==> src/rtl/pinball_config.svh <==
`ifndef PINBALL_CONFIG_SVH
`define PINBALL_CONFIG_SVH

`define FRAME_CYCLES	64	// short frame so simulation stays quick.
`define FIXED_SCALE		64	// positions and speeds carry 6 fraction bits.

`define FIELD_W			640
`define FIELD_H			480

`define BALL_SIZE		16
`define FLIPPER_Y		440	// top row of the flipper.
`define FLIPPER_W		64
`define FLIPPER_STEP	8	// pixels per frame while a key is held.

`define BALL_INIT_X		280
`define BALL_INIT_Y		185
`define BALL_INIT_VY	100	// in 1/64 pixel per frame.
`define GRAVITY			2
`define FLIPPER_INIT_X	288

`endif

==> src/rtl/frameTimer.sv <==
`timescale 1ns/100ps
`include "pinball_config.svh"

module frameTimer (
	input	logic	clk,
	input	logic	resetN,
	output	logic	frameStart
);

	localparam int CNT_W = $clog2(`FRAME_CYCLES);

	logic [CNT_W-1:0] cycleCount;

	always_ff @(posedge clk or negedge resetN) begin
		if (!resetN) begin
			cycleCount <= '0;
			frameStart <= 1'b0;
		end else begin
			if (cycleCount == CNT_W'(`FRAME_CYCLES - 1)) begin
				cycleCount <= '0;
				frameStart <= 1'b1;	// one pulse per wrap.
			end else begin
				cycleCount <= cycleCount + 1'b1;
				frameStart <= 1'b0;
			end
		end
	end

endmodule

==> config.mk <==
export PLATFORM = sky130hd
export DESIGN_NAME = frameTimer
export DESIGN_NICKNAME = d
export VERILOG_FILES = /design/src/rtl/frameTimer.sv
export VERILOG_INCLUDE_DIRS = /design/src /design/src/rtl
export SDC_FILE = /design/constraint.sdc
export NUM_CORES = 1
export LEC_CHECK = 0
export ABC_AREA = 1
export BUFFER_PORTS_ARGS = -buffer_cell sky130_fd_sc_hd__buf_2
export CAP_MARGIN = 20
export CELL_PAD_IN_SITES_DETAIL_PLACEMENT = 2
export CELL_PAD_IN_SITES_GLOBAL_PLACEMENT = 2
export CORE_AREA = 2 2 39 41
export DETAILED_ROUTE_END_ITERATION = 8
export DIE_AREA = 0 0 41 43
export PLACE_DENSITY = 0.47
export SYNTH_ARGS = -nofsm -noshare
export SYNTH_HDL_FRONTEND = slang
export SYNTH_SLANG_ARGS = --single-unit
==> constraint.sdc <==
create_clock -name clk -period 3.04 [get_ports clk]
set_input_delay 0.912 -clock clk [delete_from_list [all_inputs] [get_ports clk]]
set_output_delay 0.912 -clock clk [all_outputs]
set_load 0.005 [all_outputs]
==> results.yml <==
run_status:
  status: "completed"
power:
  combPwrFrac_pct: 1.3
  p_leak_nw: 0.142
  pwr-share-seq_pct: 51.5
  netSwitchingFraction_pct: 20.6
  power.share.clock_pct: 47.3
  internal_power_uw: 144
  power.switching_uw: 37.3
  cellPowerDensity_nw_per_um2: 544
  ir_worst_vdd_mv: 0.174
clock_tree:
  cts_tree: "built"
  cts_sinks: 7
  cts_buffer_depth: 2
  clock_latency_ps: 250
  cts_hold_buf: 0
  clock-root-buffer: "clkbuf_4"
  cts_buffers: 3
  post_cts_buffers: 0
  path_clk_slew_ps: 50
  post_cts_resized: 0
  htreeDepth: 1
placement:
  dp.cells: 42
  port_buffers: 2
  dpl.hpwl_um: 418
  gp_congestion: 0.605
  place_ws_ps: 1670
synth:
  yosysSeqAreaShare_pct: 63.3
  yosysTopAreaCell: "dfrtp_1"
  synth.distinct_cells: 10
  syn_inst: 24
  synth_commonest_cells: "dfrtp_1, nor2_1, nand2_1"
  synth_warnings: 0
  synth.top_cell.area_share_pct: 63.3
  synth.cell_area_sq_um: 277
  synth_most_common_cell: "dfrtp_1"
  synth_nets: 27
  synth_ff_type: "dfrtp_1"
  synthTopCellsByArea: "dfrtp_1, xor2_1, nor2_1"
  synth-edff-count: 0
  ys_ff_latch: 7
  async_flop_share_pct: 100
  syn_avg_cell_area_sq_um: 11.5
routing:
  drc_errors: 0
  wl_per_cell_um: 11.5
  firstDrtPassIters: 2
  ant_nets: 0
  drt_iter0_drc: 7
  vias_per_cell: 4.22
  vias: 194
  wl_um: 531
sta:
  fmax_mhz: 614
  final.setup.tns_ps: 0
  rsz0062_at_grt: "false"
  final.setup_skew_ps: 0.337
  finalWorstSetupSlack_ps: 1410
  drv_slew: 0
  final_hold_viol_count: 0
  post-route-min-period_ps: 1630
  finalCritPeriodShare_pct: 53.6
  worst_pin_slew_ps: 191
  setup_viol: 0
  holdWs_ps: 488
  max_slew_margin_pct: 87.2
worst_setup_path:
  ff2ff_path_depth: 4
  required_ps: 2130
  cp_num_buf_inv: 1
  slowest_delay_ps: 350
  slowest_stage: "dfrtp_1"
  crit_family: "flip-flops"
  cp.arrival_ps: 720
  reg2reg_slack_ps: 1950
  critical_path_class: "reg -> out"
  timing.critical_path.cells: "buf_2"
  crit_fanout: 1
  startpoint_type: "flop"
  timing.rr.start: "cycleCount[0]"
  endpoint_kind: "output pin"
  crit_path_end: "frameStart"
  reg2reg_to: "cycleCount[3]"
  critPathLaunch: "frameStart"
  worst-path-stages: 1
global_route:
  grt_pass1_wl_um: 855
  grtUsageTotal_pct: 7.98
  antenna_found_initial: 0
  grt_max_degree: 8
  grt_pass1_vias: 218
  overflow: 0
cells_and_area:
  area_growth_pct: 20.4
  drive_above_1_share_pct: 23.3
  layout.nets: 34
  post-route-util_pct: 24.1
  num_antenna_cells: 0
  stdcell_count: 46
floorplanning:
  coreArea_sq_um: 1380
  dieHeight_um: 43
  die_area_sq_um: 1760
  num_rows: 14
  initial_core_util_pct: 20.0
  ios: 3
  die_w_um: 41
run:
  maxCapViolations: 0
hold_path:
  hold_class: "in -> async"
-- per-stage QoR --
| step | power, mW | instance area [sq um] |
|---|---|---|
| finish | 0.181 | 333 |
| global route | 0.191 | 333 |
| CTS | 0.186 | 333 |
| detailed placement | 0.0975 | 307 |
| global placement | 0.0973 | 307 |
| floorplan | 0.0949 | 277 |
-- final cells by class --
type                       count  area (sq um)
multi-input combinational     17           101
tap                           16          20.0
timing repair buffer           2          10.0
clock buffer                   4          26.3
sequential                     7           175
fill                         160          1050
-- per-layer routing --
| metal | up-vias | wire [um] | global-route usage [%] | share of wire (%) |
|---|---|---|---|---|
| met1 | 97 | 232 | 8.85 | 44 |
| met2 | 4 | 261 | 10.6 | 49 |
| met4 | 0 | 16 | 8.00 | 3.0 |
| met3 | 2 | 21 | 3.14 | 4.0 |
| met5 | - | 0 | 0 | 0 |
| li1 | 91 | - | - | - |
-- flip-flops by register name (all words and copies together) (netlist names) --
register and cells:
cycleCount 6, frameStart 1
-- power by group through the flow --
stage	sequential, mW	combinational, mW	clock, mW
global placement	0.0949	0.00245	0
finish	0.0932	0.00231	0.0857
detailed placement	0.0949	0.00259	0
global route	0.0931	0.00279	0.0952
CTS	0.0932	0.00260	0.0904
floorplan	0.0949	0.0000000343	0
-- kinds of logic after synthesis --
family	synth area share [%]
xor gates and xnor gates	9.50
AOI/OAI and AO/OA	3.62
adders and majority gates	4.52
DFF	63.3
and+or+nand+nor	19.0
-- placed cells by master (no fill, tap or decap) --
master / Yosys / final
clkbuf_4: 0 / 3
nand3_2: 1 / 1
dfrtp_1: 7 / 7
nand3_1: 2 / 2
nor2_1: 4 / 4
nand2_1: 3 / 3
xnor2_1: 1 / 1
xor2_1: 2 / 2
nor2_2: 1 / 1
a21oi_1: 2 / 2
clkbuf_1: 0 / 1
ha_1: 1 / 1
buf_2: 0 / 2
-- how the worst min path moves through the flow --
stage,start,to
2_1_floorplan,cycleCount[5],cycleCount[5]
3_3_place_gp,cycleCount[4],cycleCount[4]
3_5_place_dp,cycleCount[4],cycleCount[4]
4_1_cts,resetN,cycleCount[0]
5_1_grt,resetN,cycleCount[0]
6_report,resetN,cycleCount[4]
Power figures use the tool's default switching activity.
