File: src/rtl/pinball_config.svh
`ifndef PINBALL_CONFIG_SVH
`define PINBALL_CONFIG_SVH

`define FRAME_CYCLES	64	// short frame so simulation stays quick.
`define FIXED_SCALE		64	// positions and speeds carry 6 fraction bits.

`define FIELD_W			640
`define FIELD_H			480

`define BALL_SIZE		16
`define FLIPPER_Y		440	// top row of the flipper.
`define FLIPPER_W		64
`define FLIPPER_STEP	8	// pixels per frame while a key is held.

`define BALL_INIT_X		280
`define BALL_INIT_Y		185
`define BALL_INIT_VY	100	// in 1/64 pixel per frame.
`define GRAVITY			2
`define FLIPPER_INIT_X	288

`endif

File: src/rtl/pinball_pkg.sv
package pinball_pkg;

	// screen coordinate in whole pixels, wide enough for a little overshoot past the walls.
	typedef logic signed [10:0] coord_t;

	// velocity in 1/64 pixel per frame.
	typedef logic signed [31:0] velocity_t;

	// position in 1/64 pixel.
	typedef logic signed [31:0] fixedPos_t;

endpackage

File: src/rtl/collisionIf.sv
`timescale 1ns/100ps

interface collisionIf;

	logic hitTop;
	logic hitLeft;
	logic hitRight;
	logic hitFlipper;

	modport detector (
		output hitTop,
		output hitLeft,
		output hitRight,
		output hitFlipper
	);

	modport ball (
		input hitTop,
		input hitLeft,
		input hitRight,
		input hitFlipper
	);

endinterface

File: src/rtl/collisionDetector.sv
`timescale 1ns/100ps
`include "pinball_config.svh"

module collisionDetector (
	input	logic					clk,
	input	logic					resetN,
	input	pinball_pkg::coord_t	ballX,
	input	pinball_pkg::coord_t	ballY,
	input	pinball_pkg::coord_t	flipperX,
	collisionIf.detector			hits
);

	int ballRight;
	int ballBottom;
	int flipperRight;
	logic overTop;
	logic overLeft;
	logic overRight;
	logic overFlipper;

	always_comb begin
		ballRight = int'(ballX) + `BALL_SIZE;
		ballBottom = int'(ballY) + `BALL_SIZE;
		flipperRight = int'(flipperX) + `FLIPPER_W;
	end

	// plain geometry, the direction of travel is judged by the ball itself.
	always_comb begin
		overTop = (int'(ballY) <= 0);
		overLeft = (int'(ballX) <= 0);
		overRight = (ballRight >= `FIELD_W);
		overFlipper = (ballBottom >= `FLIPPER_Y)
			&& (ballRight > int'(flipperX))
			&& (int'(ballX) < flipperRight);
	end

	always_ff @(posedge clk or negedge resetN) begin
		if (!resetN) begin
			hits.hitTop <= 1'b0;
			hits.hitLeft <= 1'b0;
			hits.hitRight <= 1'b0;
			hits.hitFlipper <= 1'b0;
		end else begin
			hits.hitTop <= overTop;
			hits.hitLeft <= overLeft;
			hits.hitRight <= overRight;
			hits.hitFlipper <= overFlipper;
		end
	end

endmodule

File: src/flat_wrapper.sv
// flat-port wrapper written by rule: the top's interface ports become plain ports
module collisionDetector_flat 
  (clk, resetN, ballX, ballY, flipperX, hits_hitTop, hits_hitLeft, hits_hitRight, hits_hitFlipper);
  collisionIf hits_i ();
  input	logic clk;
  input	logic resetN;
  input	pinball_pkg::coord_t ballX;
  input	pinball_pkg::coord_t ballY;
  input	pinball_pkg::coord_t flipperX;
  output wire logic [$bits(hits_i.hitTop)-1:0] hits_hitTop;
  output wire logic [$bits(hits_i.hitLeft)-1:0] hits_hitLeft;
  output wire logic [$bits(hits_i.hitRight)-1:0] hits_hitRight;
  output wire logic [$bits(hits_i.hitFlipper)-1:0] hits_hitFlipper;
  assign hits_hitTop = hits_i.hitTop;
  assign hits_hitLeft = hits_i.hitLeft;
  assign hits_hitRight = hits_i.hitRight;
  assign hits_hitFlipper = hits_i.hitFlipper;
  collisionDetector u_core (.clk(clk), .resetN(resetN), .ballX(ballX), .ballY(ballY), .flipperX(flipperX), .hits(hits_i));
endmodule
File: config.mk
export PLATFORM = sky130hd
export DESIGN_NAME = collisionDetector_flat
export DESIGN_NICKNAME = d
export VERILOG_FILES = /design/src/rtl/pinball_pkg.sv /design/src/rtl/collisionIf.sv /design/src/rtl/collisionDetector.sv /design/src/flat_wrapper.sv
export VERILOG_INCLUDE_DIRS = /design/src /design/src/rtl
export SDC_FILE = /design/constraint.sdc
export NUM_CORES = 1
export LEC_CHECK = 0
export ABC_AREA = 1
export BUFFER_PORTS_ARGS = -buffer_cell sky130_fd_sc_hd__buf_2
export CORE_UTILIZATION = 34
export CTS_BUF_LIST = sky130_fd_sc_hd__clkbuf_16
export DETAILED_ROUTE_END_ITERATION = 7
export GPL_TIMING_DRIVEN = 0
export PLACE_DENSITY = 0.58
export SYNTH_ARGS = -nofsm -noshare
export SYNTH_HDL_FRONTEND = slang
export SYNTH_SLANG_ARGS = --single-unit
export TNS_END_PERCENT = 50
File: constraint.sdc
create_clock -name clk -period 0.8 [get_ports clk]
set_clock_uncertainty 0.05 [all_clocks]
set_input_delay 0.12 -clock clk [delete_from_list [all_inputs] [get_ports clk]]
set_output_delay 0.12 -clock clk [all_outputs]
set_load 0.005 [all_outputs]
==> summary.md <==
| Metric | Value |
|---|---|
| Cell repeated most along the worst path | `nand2_1` |
| Clock Path Buffers | `2` |
| Die width | `~55 um` |
| FILL cells | `267` |
| Core Area | `around 2600 sq um` |
| Post-Syn Nets | `between 200 and 250` |
| Rows | `18` |
| Post-Syn Instances | `between 100 and 150` |
| Initial DRT Pass Iterations | `4` |
| Mean Syn Cell Area | `~6.5 sq um` |
| Placed cells | `about 220` |
| Post-DP HPWL | `approximately 1900 um` |
| Worst endpoint required time | `between 0.8 and 0.9 ns` |
| Hold Slack | `0.0630 ns` |
| Critical path cell sequence | `buf_4 > nand3_4 > nor3b_4 > buf_4 > nor2_2 > ha_1 > nand2_1 > inv_1 > nand2_2 > nor2_2 > nand2_1 > nand3_1 > nand2_1 > nand3_1 > nor2_1` |
| Seq cells post-synth | `4` |
| Switching Fraction | `between 20 and 30%` |
| DR WL met2 | `around 1200 um` |
| H-Tree Level Count | `1` |
| Clock sinks | `4` |
| Metal-1 WL | `around 1000 um` |
| WP data arrival | `between 1.5 and 2 ns` |
| Buffers on Ports | `38` |
| Syn-to-layout area delta | `45.4%` |
| Initial antenna violation count | `0` |
| Pin count of the biggest net entering global routing | `6` |
| Synth area leaders | `ha_1 30%, inv_1 12%, nand2_1 12%` |
| Total grt overflow | `0` |
| Most frequent cells in the layout | `34 x buf_2, 32 x inv_1, 29 x nand2_1, 22 x ha_1, 12 x nor2_1` |
| Hold Violations, Final | `0` |
| Final cell count without fillers | `approximately 220` |
| Outcome | `finished, violations left` |
| Detailed Route WL | `2250 um` |
| All-Layer GR Usage | `between 15 and 20%` |
| Via count of the first global-routing pass | `slightly above 1000` |
| Final period util | `198%` |
| Diodes inserted | `0` |
| Failing checks | `negative setup slack` |
| Worst Path Max Fanout | `5` |
| Unrepaired setup endpoints after global routing | `true` |
| Leakage | `0.833 nW` |
| Pwr/cell area | `about 1200 nW/um^2` |
| Full die area | `a little over 3000 sq um` |
| Layout cells sized above 1 | `between 30% and 40%` |
| Sw power | `around 0.46 mW` |
| CTS tree | `done` |
| Register area share after synthesis | `10.4%` |
| Setup WS post-layout | `-0.787 ns` |
| Slew @ Worst Pin | `0.255 ns` |
| EDFF count, synth | `0` |
| Synth top area share | `29.9%` |
| Clk network pwr share | `between 40 and 50%` |
| Yosys warns | `0` |
| Design Power | `about 1.6 mW` |
| CP Capture Type | `flip-flop` |
| Slowest stage delay, CP | `between 0.2 and 0.3 ns` |
| Slew HR | `82.9%` |
| Die height | `around 55 um` |
| Met3 WL | `54 um` |
| Final setup vio count | `6` |
| Gate power share | `38.7%` |
| First-pass GRT wire length | `3860 um` |
| Internal cell power | `~1.1 mW` |
| Initial Utilization | `37.5%` |
| Layout net count | `roughly 250` |
| Sum Neg Setup Slack | `-1.10 ns` |
| Count of different cell masters after synthesis | `23` |
| Synthesized cell area | `962 sq um` |
| Root buf cell | `clkbuf_16` |
| Reg clk slew, reported paths | `~0.030 ns` |
| Max Fclk | `0.630 GHz` |
| Number of routed nets with antenna violations | `0` |
| Crit Path Category | `input pin to flip-flop` |
| Area of the multi-input gates | `just under 800 sq um` |
| Top routing layer used | `met3` |
| DP Area | `1200 sq um` |
| Ys flop type | `dfrtp_1` |
| Sequential Power Share | `13.6%` |
| Worst slack at placement | `-1.25 ns` |
| Max-cap violations | `0` |
| Share of flip-flops with an asynchronous set or reset | `100%` |
| Num ports | `39` |
| CP max-delay cell | `ha_1` |
| Iter 0 DRT Violations | `6` |
| FF+latch area | `100 sq um` |
| GPL Wtd Cong | `between 0.7 and 0.8` |
| Worst setup SP type | `input pin` |
| HP Class | `input pin to flip-flop` |
| CTS Buf Count | `3` |
| DR WL/cell | `10.0 um` |
| Most common cell after layout, fill and taps aside | `buf_2` |
| Finished Cell Area | `1400 sq um` |
| Leading area contributor after synthesis | `ha_1` |
| Fin. max-slew vios | `0` |
| Post-route minimum period | `roughly 1.6 ns` |
| Via Count | `about 1100` |
| Via-per-instance ratio | `between 4 and 5` |
| Post-layout util | `a little over half` |
| Worst IR Drop VDD | `1.40 mV` |
| DRC violations left | `0` |
[synthesized netlist by cell type, types with 2 or more instances]
library cell,number
dfrtp_1,4
xnor2_1,2
ha_1,23
nor4_1,2
nand2_1,32
a21oi_1,8
nand4_1,5
o21ai_0,2
inv_1,32
nor2_2,4
nor2_1,12
xor2_1,5
nand3_1,6
[routing by layer]
layer / up-vias / global-route usage, %
li1: 563 / -
met1: 477 / 18.6
met2: 26 / 35.5
met3: 0 / 0.546
met4: 0 / 6.67
met5: - / 0
[final cells by class]
type                    instances  share of cell area [%]
inverters                      33                    8.86
clock buffers                   3                    5.37
flip-flops and latches          4                    7.16
repair buffers                 44                    19.1
well taps                      30                    2.68
multi-input cells             110                    56.8
[worst max-delay path, delay by kind of cell]
kind          cells  cell delay, ns
simple gates     11            0.89
buf+inv           3            0.35
fa+ha+maj         1            0.29
[cell families after synthesis]
logic type	after synthesis	synth area share [%]
AND/OR/NAND/NOR	65	30.9
buffers and inverters	33	12.9
adder cells (fa/ha/maj)	23	29.9
AO/OA/AOI/OAI	15	9.49
XOR/XNOR	7	6.37
flip-flops	4	10.4
[state kept, by name (all words and copies together) (netlist names)]
signal,cells
u_core.hits.hitTop,1
u_core.hits.hitFlipper,1
u_core.hits.hitRight,1
u_core.hits.hitLeft,1
[what timing repair did]
item / CTS / global route
setup buffers: 3 / 3
hold buffers: 1 / 0
resized for setup: 13 / 4
pin swaps: 10 / 2
setup endpoints to repair: 6 / 6
hold endpoints to repair: 4 / 0
[final timing paths]
| kind | end | cells after the start | slack [ns] | start |
|---|---|---|---|---|
| worst min-delay path | u_core.hits.hitTop | 2 | 0.06 | ballY[10] |
| min in group asynchronous | u_core.hits.hitRight | 2 | 0.19 | resetN |
| worst max-delay path | u_core.hits.hitFlipper | 15 | -0.79 | ballX[6] |
| max in group asynchronous | u_core.hits.hitFlipper | 2 | 0.39 | resetN |
[power by group through the flow]
stage / sequential (mW) / clock [mW] / combinational, mW
final: 0.219 / 0.770 / 0.624
after global routing: 0.222 / 0.792 / 0.731
after CTS: 0.219 / 0.783 / 0.609
after detailed placement: 0.221 / 0 / 0.566
after global placement: 0.221 / 0 / 0.548
after floorplan: 0.224 / 0 / 0.355
Power figures use the tool's default switching activity.
